--- src/hw/byp_defines.svh ---
// Width and count macros for the bypass datapath: data width, register index width, read ports
`ifndef BYP_DEFINES_SVH
`define BYP_DEFINES_SVH

// Data and pc width
`define BYP_XLEN 32

// Register index width, 32 registers
`define BYP_RF_ADDR_W 5

// Read ports on the register file, rs1 and rs2
`define BYP_NUM_READ_PORTS 2

`endif

--- src/hw/byp_pkg.sv ---
// Package byp_pkg: word and register index types, ALU op, forwarding select and LSU state enums
`include "byp_defines.svh"

package byp_pkg;

  // Data or pc word
  typedef logic [`BYP_XLEN-1:0] word_t;

  // Register file index
  typedef logic [`BYP_RF_ADDR_W-1:0] rf_addr_t;

  // ALU operations of the decoded subset
  typedef enum logic [2:0] {
    ALU_ADD = 3'b000,
    ALU_SUB = 3'b001,
    ALU_AND = 3'b010,
    ALU_OR  = 3'b011,
    ALU_XOR = 3'b100
  } alu_op_e;

  // Operand source in ID
  typedef enum logic [1:0] {
    SEL_REGFILE = 2'b00,
    SEL_FW_EX   = 2'b01,
    SEL_FW_WB   = 2'b10
  } fw_sel_e;

  // Jump register source, no EX path
  typedef enum logic {
    SELJ_REGFILE = 1'b0,
    SELJ_FW_WB   = 1'b1
  } jfw_sel_e;

  // WB load response tracking
  typedef enum logic {
    LSU_IDLE = 1'b0,
    LSU_WAIT = 1'b1
  } lsu_state_e;

endpackage

--- src/hw/byp_controller.sv ---
// Module byp_controller: operand and jump-register forwarding selects, load-use and JALR stalls
`timescale 1ns/1ps
`include "byp_defines.svh"

module byp_controller import byp_pkg::*; (
  // From ID
  input  logic [`BYP_NUM_READ_PORTS-1:0] rf_re_i,
  input  rf_addr_t                       rf_raddr_i [`BYP_NUM_READ_PORTS],
  input  logic                           is_jalr_i,
  // EX stage fields
  input  logic                           ex_valid_i,
  input  logic                           ex_rf_we_i,
  input  logic                           ex_lsu_en_i,
  input  rf_addr_t                       ex_waddr_i,
  // WB stage fields
  input  logic                           wb_valid_i,
  input  logic                           wb_rf_we_i,
  input  logic                           wb_lsu_en_i,
  input  rf_addr_t                       wb_waddr_i,
  input  logic                           wb_ready_i,
  // Stalls and selects
  output logic                           load_stall_o,
  output logic                           jr_stall_o,
  output fw_sel_e                        op_a_sel_o,
  output fw_sel_e                        op_b_sel_o,
  output jfw_sel_e                       jalr_sel_o
);

  logic                           rf_we_ex;
  logic                           rf_we_wb;
  logic                           lsu_en_ex;
  logic                           lsu_en_wb;
  logic [`BYP_NUM_READ_PORTS-1:0] rf_rd_ex_match;
  logic [`BYP_NUM_READ_PORTS-1:0] rf_rd_wb_match;

  // EX has priority, it holds the younger result
  function automatic fw_sel_e fw_select(logic ex_hit, logic wb_hit);
    if (ex_hit) begin
      return SEL_FW_EX;
    end else if (wb_hit) begin
      return SEL_FW_WB;
    end
    return SEL_REGFILE;
  endfunction

  // Qualified writers in EX and WB
  assign rf_we_ex  = ex_valid_i && ex_rf_we_i;
  assign rf_we_wb  = wb_valid_i && wb_rf_we_i;
  assign lsu_en_ex = ex_valid_i && ex_lsu_en_i;
  assign lsu_en_wb = wb_valid_i && wb_lsu_en_i;

  //////////////////////////////////////////////////////////////////////
  // Address matching
  //////////////////////////////////////////////////////////////////////

  for (genvar i = 0; i < `BYP_NUM_READ_PORTS; i++) begin : gen_match
    // Read in ID hits the EX write, x0 never matches
    assign rf_rd_ex_match[i] = rf_we_ex && rf_re_i[i] && (rf_raddr_i[i] != '0) &&
                               (rf_raddr_i[i] == ex_waddr_i);
    // Same against WB
    assign rf_rd_wb_match[i] = rf_we_wb && rf_re_i[i] && (rf_raddr_i[i] != '0) &&
                               (rf_raddr_i[i] == wb_waddr_i);
  end

  //////////////////////////////////////////////////////////////////////
  // Stalls
  //////////////////////////////////////////////////////////////////////

  // Load in EX has no data yet
  // Load in WB without its response cannot forward either
  assign load_stall_o = (lsu_en_ex && |rf_rd_ex_match) ||
                        (!wb_ready_i && |rf_rd_wb_match);

  // JALR always reads rs1 on port 0
  // No EX path to the target, and no load data path from WB
  assign jr_stall_o = is_jalr_i &&
                      (rf_rd_ex_match[0] || (rf_rd_wb_match[0] && lsu_en_wb));

  //////////////////////////////////////////////////////////////////////
  // Forwarding selects
  //////////////////////////////////////////////////////////////////////

  // EX select only taken for ALU results, loads stall above
  assign op_a_sel_o = fw_select(rf_rd_ex_match[0], rf_rd_wb_match[0]);
  assign op_b_sel_o = fw_select(rf_rd_ex_match[1], rf_rd_wb_match[1]);

  // ALU result from WB feeds the target directly
  assign jalr_sel_o = (rf_rd_wb_match[0] && !lsu_en_wb) ? SELJ_FW_WB : SELJ_REGFILE;

endmodule

--- src/hw/byp_core_top.sv ---
// Module byp_core_top: ID, EX and WB stages with bypass controller and register file
`timescale 1ns/1ps
`include "byp_defines.svh"

module byp_core_top import byp_pkg::*; (
  input  logic     clk_i,
  input  logic     arst_n_i,
  // Instruction input, held while stalled
  input  logic     instr_valid_i,
  input  word_t    instr_i,
  input  word_t    pc_i,
  output logic     stall_o,
  // Read-only data port
  output logic     data_req_o,
  output word_t    data_addr_o,
  input  logic     data_rvalid_i,
  input  word_t    data_rdata_i,
  // Jump and retire reports
  output logic     jump_o,
  output word_t    jump_target_o,
  output logic     retire_valid_o,
  output rf_addr_t retire_waddr_o,
  output word_t    retire_wdata_o
);

  // Register file
  logic [`BYP_NUM_READ_PORTS-1:0] rf_re;
  rf_addr_t                       rf_raddr [`BYP_NUM_READ_PORTS];
  word_t                          rf_rdata [`BYP_NUM_READ_PORTS];
  logic                           rf_we;
  rf_addr_t                       rf_waddr;
  word_t                          rf_wdata;

  // Controller
  logic     is_jalr;
  logic     load_stall;
  logic     jr_stall;
  fw_sel_e  op_a_sel;
  fw_sel_e  op_b_sel;
  jfw_sel_e jalr_sel;

  // EX stage
  logic     ex_valid;
  logic     ex_rf_we;
  logic     ex_lsu_en;
  rf_addr_t ex_waddr;
  alu_op_e  ex_alu_op;
  word_t    ex_op_a;
  word_t    ex_op_b;
  word_t    ex_fw_data;

  // WB stage
  logic     wb_valid;
  logic     wb_rf_we;
  logic     wb_lsu_en;
  rf_addr_t wb_waddr;
  word_t    wb_alu_result;
  logic     wb_ready;
  word_t    wb_fw_data;

  byp_id_stage u_id_stage (
    .clk_i         (clk_i),
    .arst_n_i      (arst_n_i),
    .instr_valid_i (instr_valid_i),
    .instr_i       (instr_i),
    .pc_i          (pc_i),
    .rf_re_o       (rf_re),
    .rf_raddr_o    (rf_raddr),
    .rf_rdata_i    (rf_rdata),
    .is_jalr_o     (is_jalr),
    .rd_waddr_o    (),
    .op_a_sel_i    (op_a_sel),
    .op_b_sel_i    (op_b_sel),
    .jalr_sel_i    (jalr_sel),
    .ex_fw_data_i  (ex_fw_data),
    .wb_fw_data_i  (wb_fw_data),
    .load_stall_i  (load_stall),
    .jr_stall_i    (jr_stall),
    .wb_ready_i    (wb_ready),
    .stall_o       (stall_o),
    .jump_o        (jump_o),
    .jump_target_o (jump_target_o),
    .ex_valid_o    (ex_valid),
    .ex_rf_we_o    (ex_rf_we),
    .ex_lsu_en_o   (ex_lsu_en),
    .ex_waddr_o    (ex_waddr),
    .ex_alu_op_o   (ex_alu_op),
    .ex_op_a_o     (ex_op_a),
    .ex_op_b_o     (ex_op_b)
  );

  byp_controller u_controller (
    .rf_re_i      (rf_re),
    .rf_raddr_i   (rf_raddr),
    .is_jalr_i    (is_jalr),
    .ex_valid_i   (ex_valid),
    .ex_rf_we_i   (ex_rf_we),
    .ex_lsu_en_i  (ex_lsu_en),
    .ex_waddr_i   (ex_waddr),
    .wb_valid_i   (wb_valid),
    .wb_rf_we_i   (wb_rf_we),
    .wb_lsu_en_i  (wb_lsu_en),
    .wb_waddr_i   (wb_waddr),
    .wb_ready_i   (wb_ready),
    .load_stall_o (load_stall),
    .jr_stall_o   (jr_stall),
    .op_a_sel_o   (op_a_sel),
    .op_b_sel_o   (op_b_sel),
    .jalr_sel_o   (jalr_sel)
  );

  byp_ex_stage u_ex_stage (
    .clk_i           (clk_i),
    .arst_n_i        (arst_n_i),
    .ex_valid_i      (ex_valid),
    .ex_rf_we_i      (ex_rf_we),
    .ex_lsu_en_i     (ex_lsu_en),
    .ex_waddr_i      (ex_waddr),
    .ex_alu_op_i     (ex_alu_op),
    .ex_op_a_i       (ex_op_a),
    .ex_op_b_i       (ex_op_b),
    .wb_ready_i      (wb_ready),
    .ex_fw_data_o    (ex_fw_data),
    .data_req_o      (data_req_o),
    .data_addr_o     (data_addr_o),
    .wb_valid_o      (wb_valid),
    .wb_rf_we_o      (wb_rf_we),
    .wb_lsu_en_o     (wb_lsu_en),
    .wb_waddr_o      (wb_waddr),
    .wb_alu_result_o (wb_alu_result)
  );

  byp_wb_stage u_wb_stage (
    .clk_i           (clk_i),
    .arst_n_i        (arst_n_i),
    .wb_valid_i      (wb_valid),
    .wb_rf_we_i      (wb_rf_we),
    .wb_lsu_en_i     (wb_lsu_en),
    .wb_waddr_i      (wb_waddr),
    .wb_alu_result_i (wb_alu_result),
    .data_rvalid_i   (data_rvalid_i),
    .data_rdata_i    (data_rdata_i),
    .wb_ready_o      (wb_ready),
    .wb_fw_data_o    (wb_fw_data),
    .rf_we_o         (rf_we),
    .rf_waddr_o      (rf_waddr),
    .rf_wdata_o      (rf_wdata),
    .retire_valid_o  (retire_valid_o),
    .retire_waddr_o  (retire_waddr_o),
    .retire_wdata_o  (retire_wdata_o)
  );

  byp_regfile u_regfile (
    .clk_i    (clk_i),
    .arst_n_i (arst_n_i),
    .raddr_i  (rf_raddr),
    .rdata_o  (rf_rdata),
    .we_i     (rf_we),
    .waddr_i  (rf_waddr),
    .wdata_i  (rf_wdata)
  );

endmodule

--- src/hw/byp_ex_stage.sv ---
// Module byp_ex_stage: ALU, load address and data request, EX/WB register
`timescale 1ns/1ps

module byp_ex_stage import byp_pkg::*; (
  input  logic     clk_i,
  input  logic     arst_n_i,
  // ID/EX register
  input  logic     ex_valid_i,
  input  logic     ex_rf_we_i,
  input  logic     ex_lsu_en_i,
  input  rf_addr_t ex_waddr_i,
  input  alu_op_e  ex_alu_op_i,
  input  word_t    ex_op_a_i,
  input  word_t    ex_op_b_i,
  // WB can take a new entry
  input  logic     wb_ready_i,
  // Result forwarded to ID
  output word_t    ex_fw_data_o,
  // Data port request
  output logic     data_req_o,
  output word_t    data_addr_o,
  // EX/WB register
  output logic     wb_valid_o,
  output logic     wb_rf_we_o,
  output logic     wb_lsu_en_o,
  output rf_addr_t wb_waddr_o,
  output word_t    wb_alu_result_o
);

  word_t alu_result;

  always_comb begin
    case (ex_alu_op_i)
      ALU_SUB: alu_result = ex_op_a_i - ex_op_b_i;
      ALU_AND: alu_result = ex_op_a_i & ex_op_b_i;
      ALU_OR:  alu_result = ex_op_a_i | ex_op_b_i;
      ALU_XOR: alu_result = ex_op_a_i ^ ex_op_b_i;
      default: alu_result = ex_op_a_i + ex_op_b_i;
    endcase
  end

  assign ex_fw_data_o = alu_result;

  // Loads decode as ADD of rs1 and offset
  assign data_addr_o = alu_result;

  // Only while no older load waits in WB, so one request is outstanding
  // The load moves to WB at the same edge, so it requests once
  assign data_req_o = ex_valid_i && ex_lsu_en_i && wb_ready_i;

  //////////////////////////////////////////////////////////////////////
  // EX/WB register
  //////////////////////////////////////////////////////////////////////

  always_ff @(posedge clk_i or negedge arst_n_i) begin
    if (!arst_n_i) begin
      wb_valid_o  <= 1'b0;
      wb_rf_we_o  <= 1'b0;
      wb_lsu_en_o <= 1'b0;
    end else if (wb_ready_i) begin
      // Empty EX leaves a bubble in WB
      wb_valid_o  <= ex_valid_i;
      wb_rf_we_o  <= ex_valid_i && ex_rf_we_i;
      wb_lsu_en_o <= ex_valid_i && ex_lsu_en_i;
    end
  end

  always_ff @(posedge clk_i) begin
    if (wb_ready_i && ex_valid_i) begin
      wb_waddr_o      <= ex_waddr_i;
      wb_alu_result_o <= alu_result;
    end
  end

endmodule

--- src/hw/byp_id_stage.sv ---
// Module byp_id_stage: decoder, register read, operand forwarding, JALR target, ID/EX register
`timescale 1ns/1ps
`include "byp_defines.svh"

module byp_id_stage import byp_pkg::*; (
  input  logic                           clk_i,
  input  logic                           arst_n_i,
  // Instruction input
  input  logic                           instr_valid_i,
  input  word_t                          instr_i,
  input  word_t                          pc_i,
  // Register file read
  output logic [`BYP_NUM_READ_PORTS-1:0] rf_re_o,
  output rf_addr_t                       rf_raddr_o [`BYP_NUM_READ_PORTS],
  input  word_t                          rf_rdata_i [`BYP_NUM_READ_PORTS],
  // Decode info
  output logic                           is_jalr_o,
  output rf_addr_t                       rd_waddr_o,
  // Forwarding
  input  fw_sel_e                        op_a_sel_i,
  input  fw_sel_e                        op_b_sel_i,
  input  jfw_sel_e                       jalr_sel_i,
  input  word_t                          ex_fw_data_i,
  input  word_t                          wb_fw_data_i,
  // Hazards
  input  logic                           load_stall_i,
  input  logic                           jr_stall_i,
  input  logic                           wb_ready_i,
  output logic                           stall_o,
  // Jump report
  output logic                           jump_o,
  output word_t                          jump_target_o,
  // ID/EX register
  output logic                           ex_valid_o,
  output logic                           ex_rf_we_o,
  output logic                           ex_lsu_en_o,
  output rf_addr_t                       ex_waddr_o,
  output alu_op_e                        ex_alu_op_o,
  output word_t                          ex_op_a_o,
  output word_t                          ex_op_b_o
);

  localparam logic [6:0] OPC_OP     = 7'b0110011;
  localparam logic [6:0] OPC_OP_IMM = 7'b0010011;
  localparam logic [6:0] OPC_LOAD   = 7'b0000011;
  localparam logic [6:0] OPC_JALR   = 7'b1100111;

  logic [6:0] opcode;
  logic [2:0] funct3;
  word_t      imm;
  logic       dec_valid;
  logic       use_imm;
  logic       is_lw;
  alu_op_e    alu_op;
  word_t      fw_a;
  word_t      fw_b;
  word_t      op_a;
  word_t      op_b;
  word_t      jr_base;
  logic       hazard;
  logic       take;

  // Pick one operand source
  function automatic word_t fw_mux(fw_sel_e sel, word_t rf, word_t ex, word_t wb);
    case (sel)
      SEL_FW_EX: return ex;
      SEL_FW_WB: return wb;
      default:   return rf;
    endcase
  endfunction

  //////////////////////////////////////////////////////////////////////
  // Decode
  //////////////////////////////////////////////////////////////////////

  assign opcode        = instr_i[6:0];
  assign funct3        = instr_i[14:12];
  assign rd_waddr_o    = instr_i[11:7];
  assign rf_raddr_o[0] = instr_i[19:15];
  assign rf_raddr_o[1] = instr_i[24:20];
  // I-type immediate, sign extended
  assign imm = {{(`BYP_XLEN-12){instr_i[31]}}, instr_i[31:20]};

  always_comb begin
    dec_valid = 1'b0;
    use_imm   = 1'b0;
    is_lw     = 1'b0;
    is_jalr_o = 1'b0;
    alu_op    = ALU_ADD;
    rf_re_o   = '0;
    // Idle input reads nothing, so no false hazards
    if (instr_valid_i) begin
      case (opcode)
        OPC_OP: begin
          rf_re_o   = '1;
          dec_valid = 1'b1;
          case (funct3)
            3'b000:  alu_op = instr_i[30] ? ALU_SUB : ALU_ADD;
            3'b100:  alu_op = ALU_XOR;
            3'b110:  alu_op = ALU_OR;
            3'b111:  alu_op = ALU_AND;
            default: dec_valid = 1'b0;
          endcase
        end
        OPC_OP_IMM: begin
          rf_re_o[0] = 1'b1;
          use_imm    = 1'b1;
          dec_valid  = (funct3 == 3'b000);
        end
        OPC_LOAD: begin
          rf_re_o[0] = 1'b1;
          use_imm    = 1'b1;
          dec_valid  = (funct3 == 3'b010);
          is_lw      = dec_valid;
        end
        OPC_JALR: begin
          // rs1 only feeds the target
          rf_re_o[0] = 1'b1;
          dec_valid  = (funct3 == 3'b000);
          is_jalr_o  = dec_valid;
        end
        default: ;
      endcase
    end
  end

  //////////////////////////////////////////////////////////////////////
  // Operands and jump target
  //////////////////////////////////////////////////////////////////////

  assign fw_a = fw_mux(op_a_sel_i, rf_rdata_i[0], ex_fw_data_i, wb_fw_data_i);
  assign fw_b = fw_mux(op_b_sel_i, rf_rdata_i[1], ex_fw_data_i, wb_fw_data_i);

  // JALR writes pc + 4 through the ALU adder
  assign op_a = is_jalr_o ? pc_i : fw_a;
  assign op_b = is_jalr_o ? word_t'(4) : (use_imm ? imm : fw_b);

  // Target uses the WB path only, EX matches stall instead
  assign jr_base       = (jalr_sel_i == SELJ_FW_WB) ? wb_fw_data_i : rf_rdata_i[0];
  assign jump_target_o = (jr_base + imm) & ~word_t'(1);

  assign hazard  = load_stall_i || jr_stall_i;
  assign stall_o = hazard || !wb_ready_i;
  assign jump_o  = is_jalr_o && !stall_o;
  // Instruction leaves ID at this edge
  assign take    = instr_valid_i && !stall_o;

  //////////////////////////////////////////////////////////////////////
  // ID/EX register
  //////////////////////////////////////////////////////////////////////

  always_ff @(posedge clk_i or negedge arst_n_i) begin
    if (!arst_n_i) begin
      ex_valid_o  <= 1'b0;
      ex_rf_we_o  <= 1'b0;
      ex_lsu_en_o <= 1'b0;
    end else if (wb_ready_i) begin
      // Bubble on a hazard, hold while WB waits
      ex_valid_o  <= take;
      ex_rf_we_o  <= take && dec_valid;
      ex_lsu_en_o <= take && is_lw;
    end
  end

  always_ff @(posedge clk_i) begin
    if (take) begin
      ex_waddr_o  <= rd_waddr_o;
      ex_alu_op_o <= alu_op;
      ex_op_a_o   <= op_a;
      ex_op_b_o   <= op_b;
    end
  end

endmodule

--- src/hw/byp_regfile.sv ---
// Module byp_regfile: 32-entry register file, two combinational reads, one write, x0 fixed at zero
`timescale 1ns/1ps
`include "byp_defines.svh"

module byp_regfile import byp_pkg::*; (
  input  logic     clk_i,
  input  logic     arst_n_i,
  // Read ports, rs1 then rs2
  input  rf_addr_t raddr_i [`BYP_NUM_READ_PORTS],
  output word_t    rdata_o [`BYP_NUM_READ_PORTS],
  // Write port from WB
  input  logic     we_i,
  input  rf_addr_t waddr_i,
  input  word_t    wdata_i
);

  localparam int NUM_REGS = 1 << `BYP_RF_ADDR_W;

  word_t regs_q [NUM_REGS];

  // Write at the edge, so a same-cycle read still sees the old value
  always_ff @(posedge clk_i or negedge arst_n_i) begin
    if (!arst_n_i) begin
      for (int r = 0; r < NUM_REGS; r++) begin
        regs_q[r] <= '0;
      end
    end else if (we_i && (waddr_i != '0)) begin
      // x0 never written
      regs_q[waddr_i] <= wdata_i;
    end
  end

  // Combinational reads
  for (genvar i = 0; i < `BYP_NUM_READ_PORTS; i++) begin : gen_read
    assign rdata_o[i] = regs_q[raddr_i[i]];
  end

endmodule

--- src/hw/byp_wb_stage.sv ---
// Module byp_wb_stage: load response wait FSM, writeback select, register write and retire report
`timescale 1ns/1ps

module byp_wb_stage import byp_pkg::*; (
  input  logic     clk_i,
  input  logic     arst_n_i,
  // EX/WB register
  input  logic     wb_valid_i,
  input  logic     wb_rf_we_i,
  input  logic     wb_lsu_en_i,
  input  rf_addr_t wb_waddr_i,
  input  word_t    wb_alu_result_i,
  // Data port response
  input  logic     data_rvalid_i,
  input  word_t    data_rdata_i,
  // Pipeline control and forwarding
  output logic     wb_ready_o,
  output word_t    wb_fw_data_o,
  // Register file write
  output logic     rf_we_o,
  output rf_addr_t rf_waddr_o,
  output word_t    rf_wdata_o,
  // Retire report
  output logic     retire_valid_o,
  output rf_addr_t retire_waddr_o,
  output word_t    retire_wdata_o
);

  lsu_state_e lsu_state_q;
  lsu_state_e lsu_state_d;
  logic       load_in_wb;
  logic       load_done;

  assign load_in_wb = wb_valid_i && wb_lsu_en_i;

  // Response belongs to the load in WB, either just arrived or waiting
  assign load_done = data_rvalid_i && (load_in_wb || (lsu_state_q == LSU_WAIT));

  //////////////////////////////////////////////////////////////////////
  // Load wait FSM
  //////////////////////////////////////////////////////////////////////

  always_comb begin
    lsu_state_d = lsu_state_q;
    case (lsu_state_q)
      LSU_IDLE: begin
        // Data may come in the first WB cycle
        if (load_in_wb && !data_rvalid_i) begin
          lsu_state_d = LSU_WAIT;
        end
      end
      LSU_WAIT: begin
        if (data_rvalid_i) begin
          lsu_state_d = LSU_IDLE;
        end
      end
      default: lsu_state_d = LSU_IDLE;
    endcase
  end

  always_ff @(posedge clk_i or negedge arst_n_i) begin
    if (!arst_n_i) begin
      lsu_state_q <= LSU_IDLE;
    end else begin
      lsu_state_q <= lsu_state_d;
    end
  end

  //////////////////////////////////////////////////////////////////////
  // Writeback
  //////////////////////////////////////////////////////////////////////

  // Whole pipe holds while a load lacks data
  assign wb_ready_o = !load_in_wb || load_done;

  // Load data only in its arrival cycle
  assign wb_fw_data_o = load_done ? data_rdata_i : wb_alu_result_i;

  assign retire_valid_o = wb_valid_i && (!wb_lsu_en_i || load_done);
  assign retire_waddr_o = wb_waddr_i;
  assign retire_wdata_o = wb_fw_data_o;

  // Writes to x0 are dropped in the register file
  assign rf_we_o    = retire_valid_o && wb_rf_we_i;
  assign rf_waddr_o = wb_waddr_i;
  assign rf_wdata_o = wb_fw_data_o;

endmodule

--- config.mk ---
export PLATFORM = sky130hd
export DESIGN_NAME = byp_core_top
export DESIGN_NICKNAME = d
export VERILOG_FILES = /design/src/hw/byp_pkg.sv /design/src/hw/byp_controller.sv /design/src/hw/byp_core_top.sv /design/src/hw/byp_ex_stage.sv /design/src/hw/byp_id_stage.sv /design/src/hw/byp_regfile.sv /design/src/hw/byp_wb_stage.sv
export VERILOG_INCLUDE_DIRS = /design/src /design/src/hw
export SDC_FILE = /design/constraint.sdc
export NUM_CORES = 2
export LEC_CHECK = 0
export BUFFER_PORTS_ARGS = -buffer_cell sky130_fd_sc_hd__buf_4
export CORE_MARGIN = 4
export CORE_UTILIZATION = 55
export CTS_CLUSTER_DIAMETER = 200
export CTS_CLUSTER_SIZE = 8
export DETAILED_ROUTE_END_ITERATION = 12
export PLACE_DENSITY = 0.72
export SLEW_MARGIN = 10
export SYNTH_ARGS = -nofsm -noshare
export SYNTH_HDL_FRONTEND = slang
export SYNTH_SLANG_ARGS = --single-unit
--- constraint.sdc ---
create_clock -name clk_i -period 8.1 [get_ports clk_i]
set_clock_uncertainty 0.1 [all_clocks]
set_input_delay 0.405 -clock clk_i [delete_from_list [all_inputs] [get_ports clk_i]]
set_output_delay 0.405 -clock clk_i [all_outputs]
set_load 0.005 [all_outputs]
==> results.json <==
{
  "outcome": "completed",
  "final_layout_size_suffix_gt1_share_pct": 21.4,
  "netlist_top_cells_area": "dfrtp_1, mux4_2, a21oi_1",
  "seq_area_frac_synth_pct": 45.7,
  "tightestPinTransition_ns": 1.28,
  "cts.sinks": 1140,
  "syn_area_sq_um": 63700,
  "placed_area_sq_um": 66700,
  "synth_cell_type_count": 74,
  "setup_tns_ns": 0,
  "postCtsResizedCells": 0,
  "use_met1_pct": 47.0,
  "worstSetupPathType": "reg -> out",
  "rsz_0062_raised_after_global_routing": "no",
  "die_w_um": 348,
  "vdd_ir_drop_max_v": 0.000174,
  "post_drt_via_cell_ratio": 6.86,
  "cts_inserted_buffers": 160,
  "globalRoute.totalOverflow": 0,
  "synth-edff-count": 109,
  "initialDrtViolationCount": 6580,
  "detailroute.via_count": 50039,
  "busiest_layer": "met2",
  "num-fill-cells": 8664,
  "cts_hold_buffers": 54,
  "route.final.wire_length_um": 209000,
  "worstSetupStartpointType": "flip-flop",
  "fp.coreArea_sq_um": 115000,
  "place.detailed.hpwl_um": 125000,
  "die-area_sq_um": 121000,
  "timing.final.max_slew_violations": 0,
  "fmaxAchievable_mhz": 147,
  "hold_path_end": "u_id_stage.ex_op_b_o[4]$_SDFFCE_PP0P_",
  "max_cap_viol_count": 0,
  "maxSlewHeadroom_pct": 14.2,
  "ctsRootBufferMaster": "clkbuf_16",
  "tritoncts": "done",
  "timing.hold.worst_path_depth": 2,
  "total_leakage_power_nw": 31.4,
  "maximum_number_of_pins_on_one_net_before_global_route_repair": 177,
  "syn-instance-count": 5760,
  "final_common_cell": "dfrtp_1",
  "final_min_period_over_clock_period_pct": 84.2,
  "syn-num-nets": 5990,
  "worstReg2RegStart": "u_id_stage.ex_op_b_o[0]$_SDFFCE_PP0P_",
  "synth_top_cell_area_share_pct": 40.5,
  "start_util_pct": 55.5,
  "drtPass1Iterations": 6,
  "report.final.hold_viol_count": 0,
  "number_of_nets_in_the_layout": 5978,
  "first_pass_grt_wire_length_um": 315000,
  "crit_top_cell": "a21oi_1",
  "hold_start": "instr_i[24]",
  "cts_htree_levels": 4,
  "worst_skew_pair.late_latency_ns": 0.77,
  "grtUsageTotal_pct": 34.7,
  "seq_area_sq_um": 29100,
  "wl_per_cell_um": 28.7,
  "synthArstFlopShare_pct": 90.4,
  "worstPathRequired_ns": 7.60,
  "critPathSlowestCell": "edfxtp_1",
  "ys_ff_latch": 1140,
  "final_antenna_net_count": 0,
  "clock_path_buffers": 3,
  "reg2reg_to": "u_id_stage.ex_op_a_o[23]$_DFFE_PP_",
  "final_area_sq_um": 71600,
  "ys.warnings.count": 0,
  "cp.buffers_inverters": 2,
  "use_met2_pct": 53.0,
  "globalplace.congestion": 0.980,
  "postSynthAreaPerCell_sq_um": 11.1,
  "fp-row-count": 124,
  "grt_pass1_vias": 49692,
  "final_critical_delay_including_setup_and_external_delays_ns": 6.82,
  "hold_path_class": "in -> reg",
  "critPathArrivalTime_ns": 6.32,
  "critical_path.endpoint_type": "primary output",
  "antenna_found_initial": 5,
  "drc_markers": 0,
  "met3_usage_pct": 9.93,
  "ys.flop_type": "dfrtp_1",
  "i_o_pins": 205,
  "reg2reg_depth": 17,
  "power_density_nw_per_um2": 189,
  "portBuffers": 203,
  "syn_to_final_growth_pct": 12.5,
  "postCtsSetupBuffers": 0,
  "final-setup-viol-count": 0,
  "worst-path-max-fanout": 26,
  "critical_path.cell_chain": "xor2_1 > nor4_1 > nand4_1 > a21oi_4 > buf_4 > a21oi_1 > fa_1 > a211oi_1 > o211ai_1 > and3_1 > o2111ai_1 > a21oi_1 > o41a_1 > a21o_1 > a31o_1 > a21oi_1 > xnor2_1 > buf_4",
  "clock_slew_at_reported_path_ffs_ns": 0.06,
  "max_stage_delay_ns": 0.60,
  "worst-r2r-setup-slack_ns": 2.33,
  "floorplan.die.height_um": 348,
  "multiInputGateArea_sq_um": 32700,
  "path_delay_family": "compound AO/OA/AOI/OAI gates",
  "final_cell_mix": "dfrtp_1, a21oi_1, nor2_1",
  "synth_top_cell_by_area": "dfrtp_1"
}
metrics by stage:
stage	hold WS [ns]	setup slack [ns]	power (mW)	util, %	instances
after global routing	0.0654	0.922	13.9	62.5	7295
after detailed placement	0.283	1.38	7.44	58.2	7044
final	0.0912	1.28	13.5	62.5	7295
after CTS	0.0313	1.27	13.5	62.5	7294
after floorplan	0.00941	2.35	6.79	-	5760
after global placement	0.277	1.49	7.42	58.2	7044
registers in the layout (all words and copies together), names as in the netlist, 3 cells and up:
register,cells
u_regfile.regs_q,1024
u_ex_stage.wb_alu_result_o,32
u_id_stage.ex_op_a_o,32
u_id_stage.ex_op_b_o,32
u_ex_stage.wb_waddr_o,5
u_id_stage.ex_waddr_o,5
u_id_stage.ex_alu_op_o,3
layout make-up:
| class | instances | area share (%) |
|---|---|---|
| clock buffer | 187 | 5.88 |
| inverter | 125 | 0.655 |
| timing repair buffer | 373 | 4.34 |
| antenna | 1 | 0.00349 |
| multi-input combinational | 3948 | 45.6 |
| clock inverter | 9 | 0.248 |
| sequential | 1140 | 40.6 |
| tap | 1512 | 2.64 |
layer usage:
metal / share of wire [%] / up-vias
met5: 0.0067 / -
met4: 5.0 / 2
met3: 13 / 641
met2: 45 / 3281
met1: 37 / 25193
li1: - / 20922
synth_stat cells (7+ instances only):
cell type  count
xnor2_1       69
and3_1        15
nand2_1      275
xor2_1        30
mux2i_1       87
nor2_1      1014
a21o_1        37
nor4_1        10
a31oi_1       12
nand2b_1      13
edfxtp_1     109
a211oi_1      22
o21bai_1      11
buf_1         54
and2_1         9
dfrtp_1     1031
a22oi_1       10
o31ai_1        7
a21oi_1     1030
a22o_1         7
o221ai_1      33
or3_1          7
o211ai_1      10
a221oi_1      10
o22ai_1       15
o21a_1        17
nor3_1        26
ha_1         128
o21ai_0      156
nand4_1       15
clkbuf_1     458
o21ai_1       96
mux2_2        31
nor2b_1       20
mux4_2       630
nand3_1       27
buf_2         33
inv_1        121
where the power goes:
part	leakage [nW]	switching, mW	internal, mW	total [mW]
registers	15.4	0.0578	5.86	5.91
clock network	2.14	2.47	3.64	6.11
logic	13.8	0.963	0.515	1.48
total	31.4	3.49	10.0	13.5
cell families (layout without fill, tap and decap cells):
family | Yosys count | after routing | share of synthesized area, %
mux | 748 | 748 | 24.2
compound gates | 1510 | 1510 | 12.9
buf+inv | 672 | 694 | 4.04
xor+xnor | 99 | 99 | 1.36
other cells | 1 | 2 | 0.00589
fa+ha+maj | 130 | 130 | 2.58
flops | 1140 | 1140 | 45.7
simple gates | 1460 | 1460 | 9.24
worst max path at each step:
stage | from | end | depth (start not counted)
2_1_floorplan | instr_i[16] | jump_target_o[30] | 20
6_report | u_ex_stage.wb_waddr_o[1]$_DFFE_PP_ | jump_target_o[30] | 18
3_3_place_gp | instr_i[15] | jump_target_o[30] | 20
5_1_grt | u_ex_stage.wb_waddr_o[1]$_DFFE_PP_ | jump_target_o[30] | 18
4_1_cts | u_ex_stage.wb_waddr_o[1]$_DFFE_PP_ | jump_target_o[30] | 18
3_5_place_dp | instr_i[15] | jump_target_o[30] | 20
No activity file was read; power rests on OpenSTA's default activity.
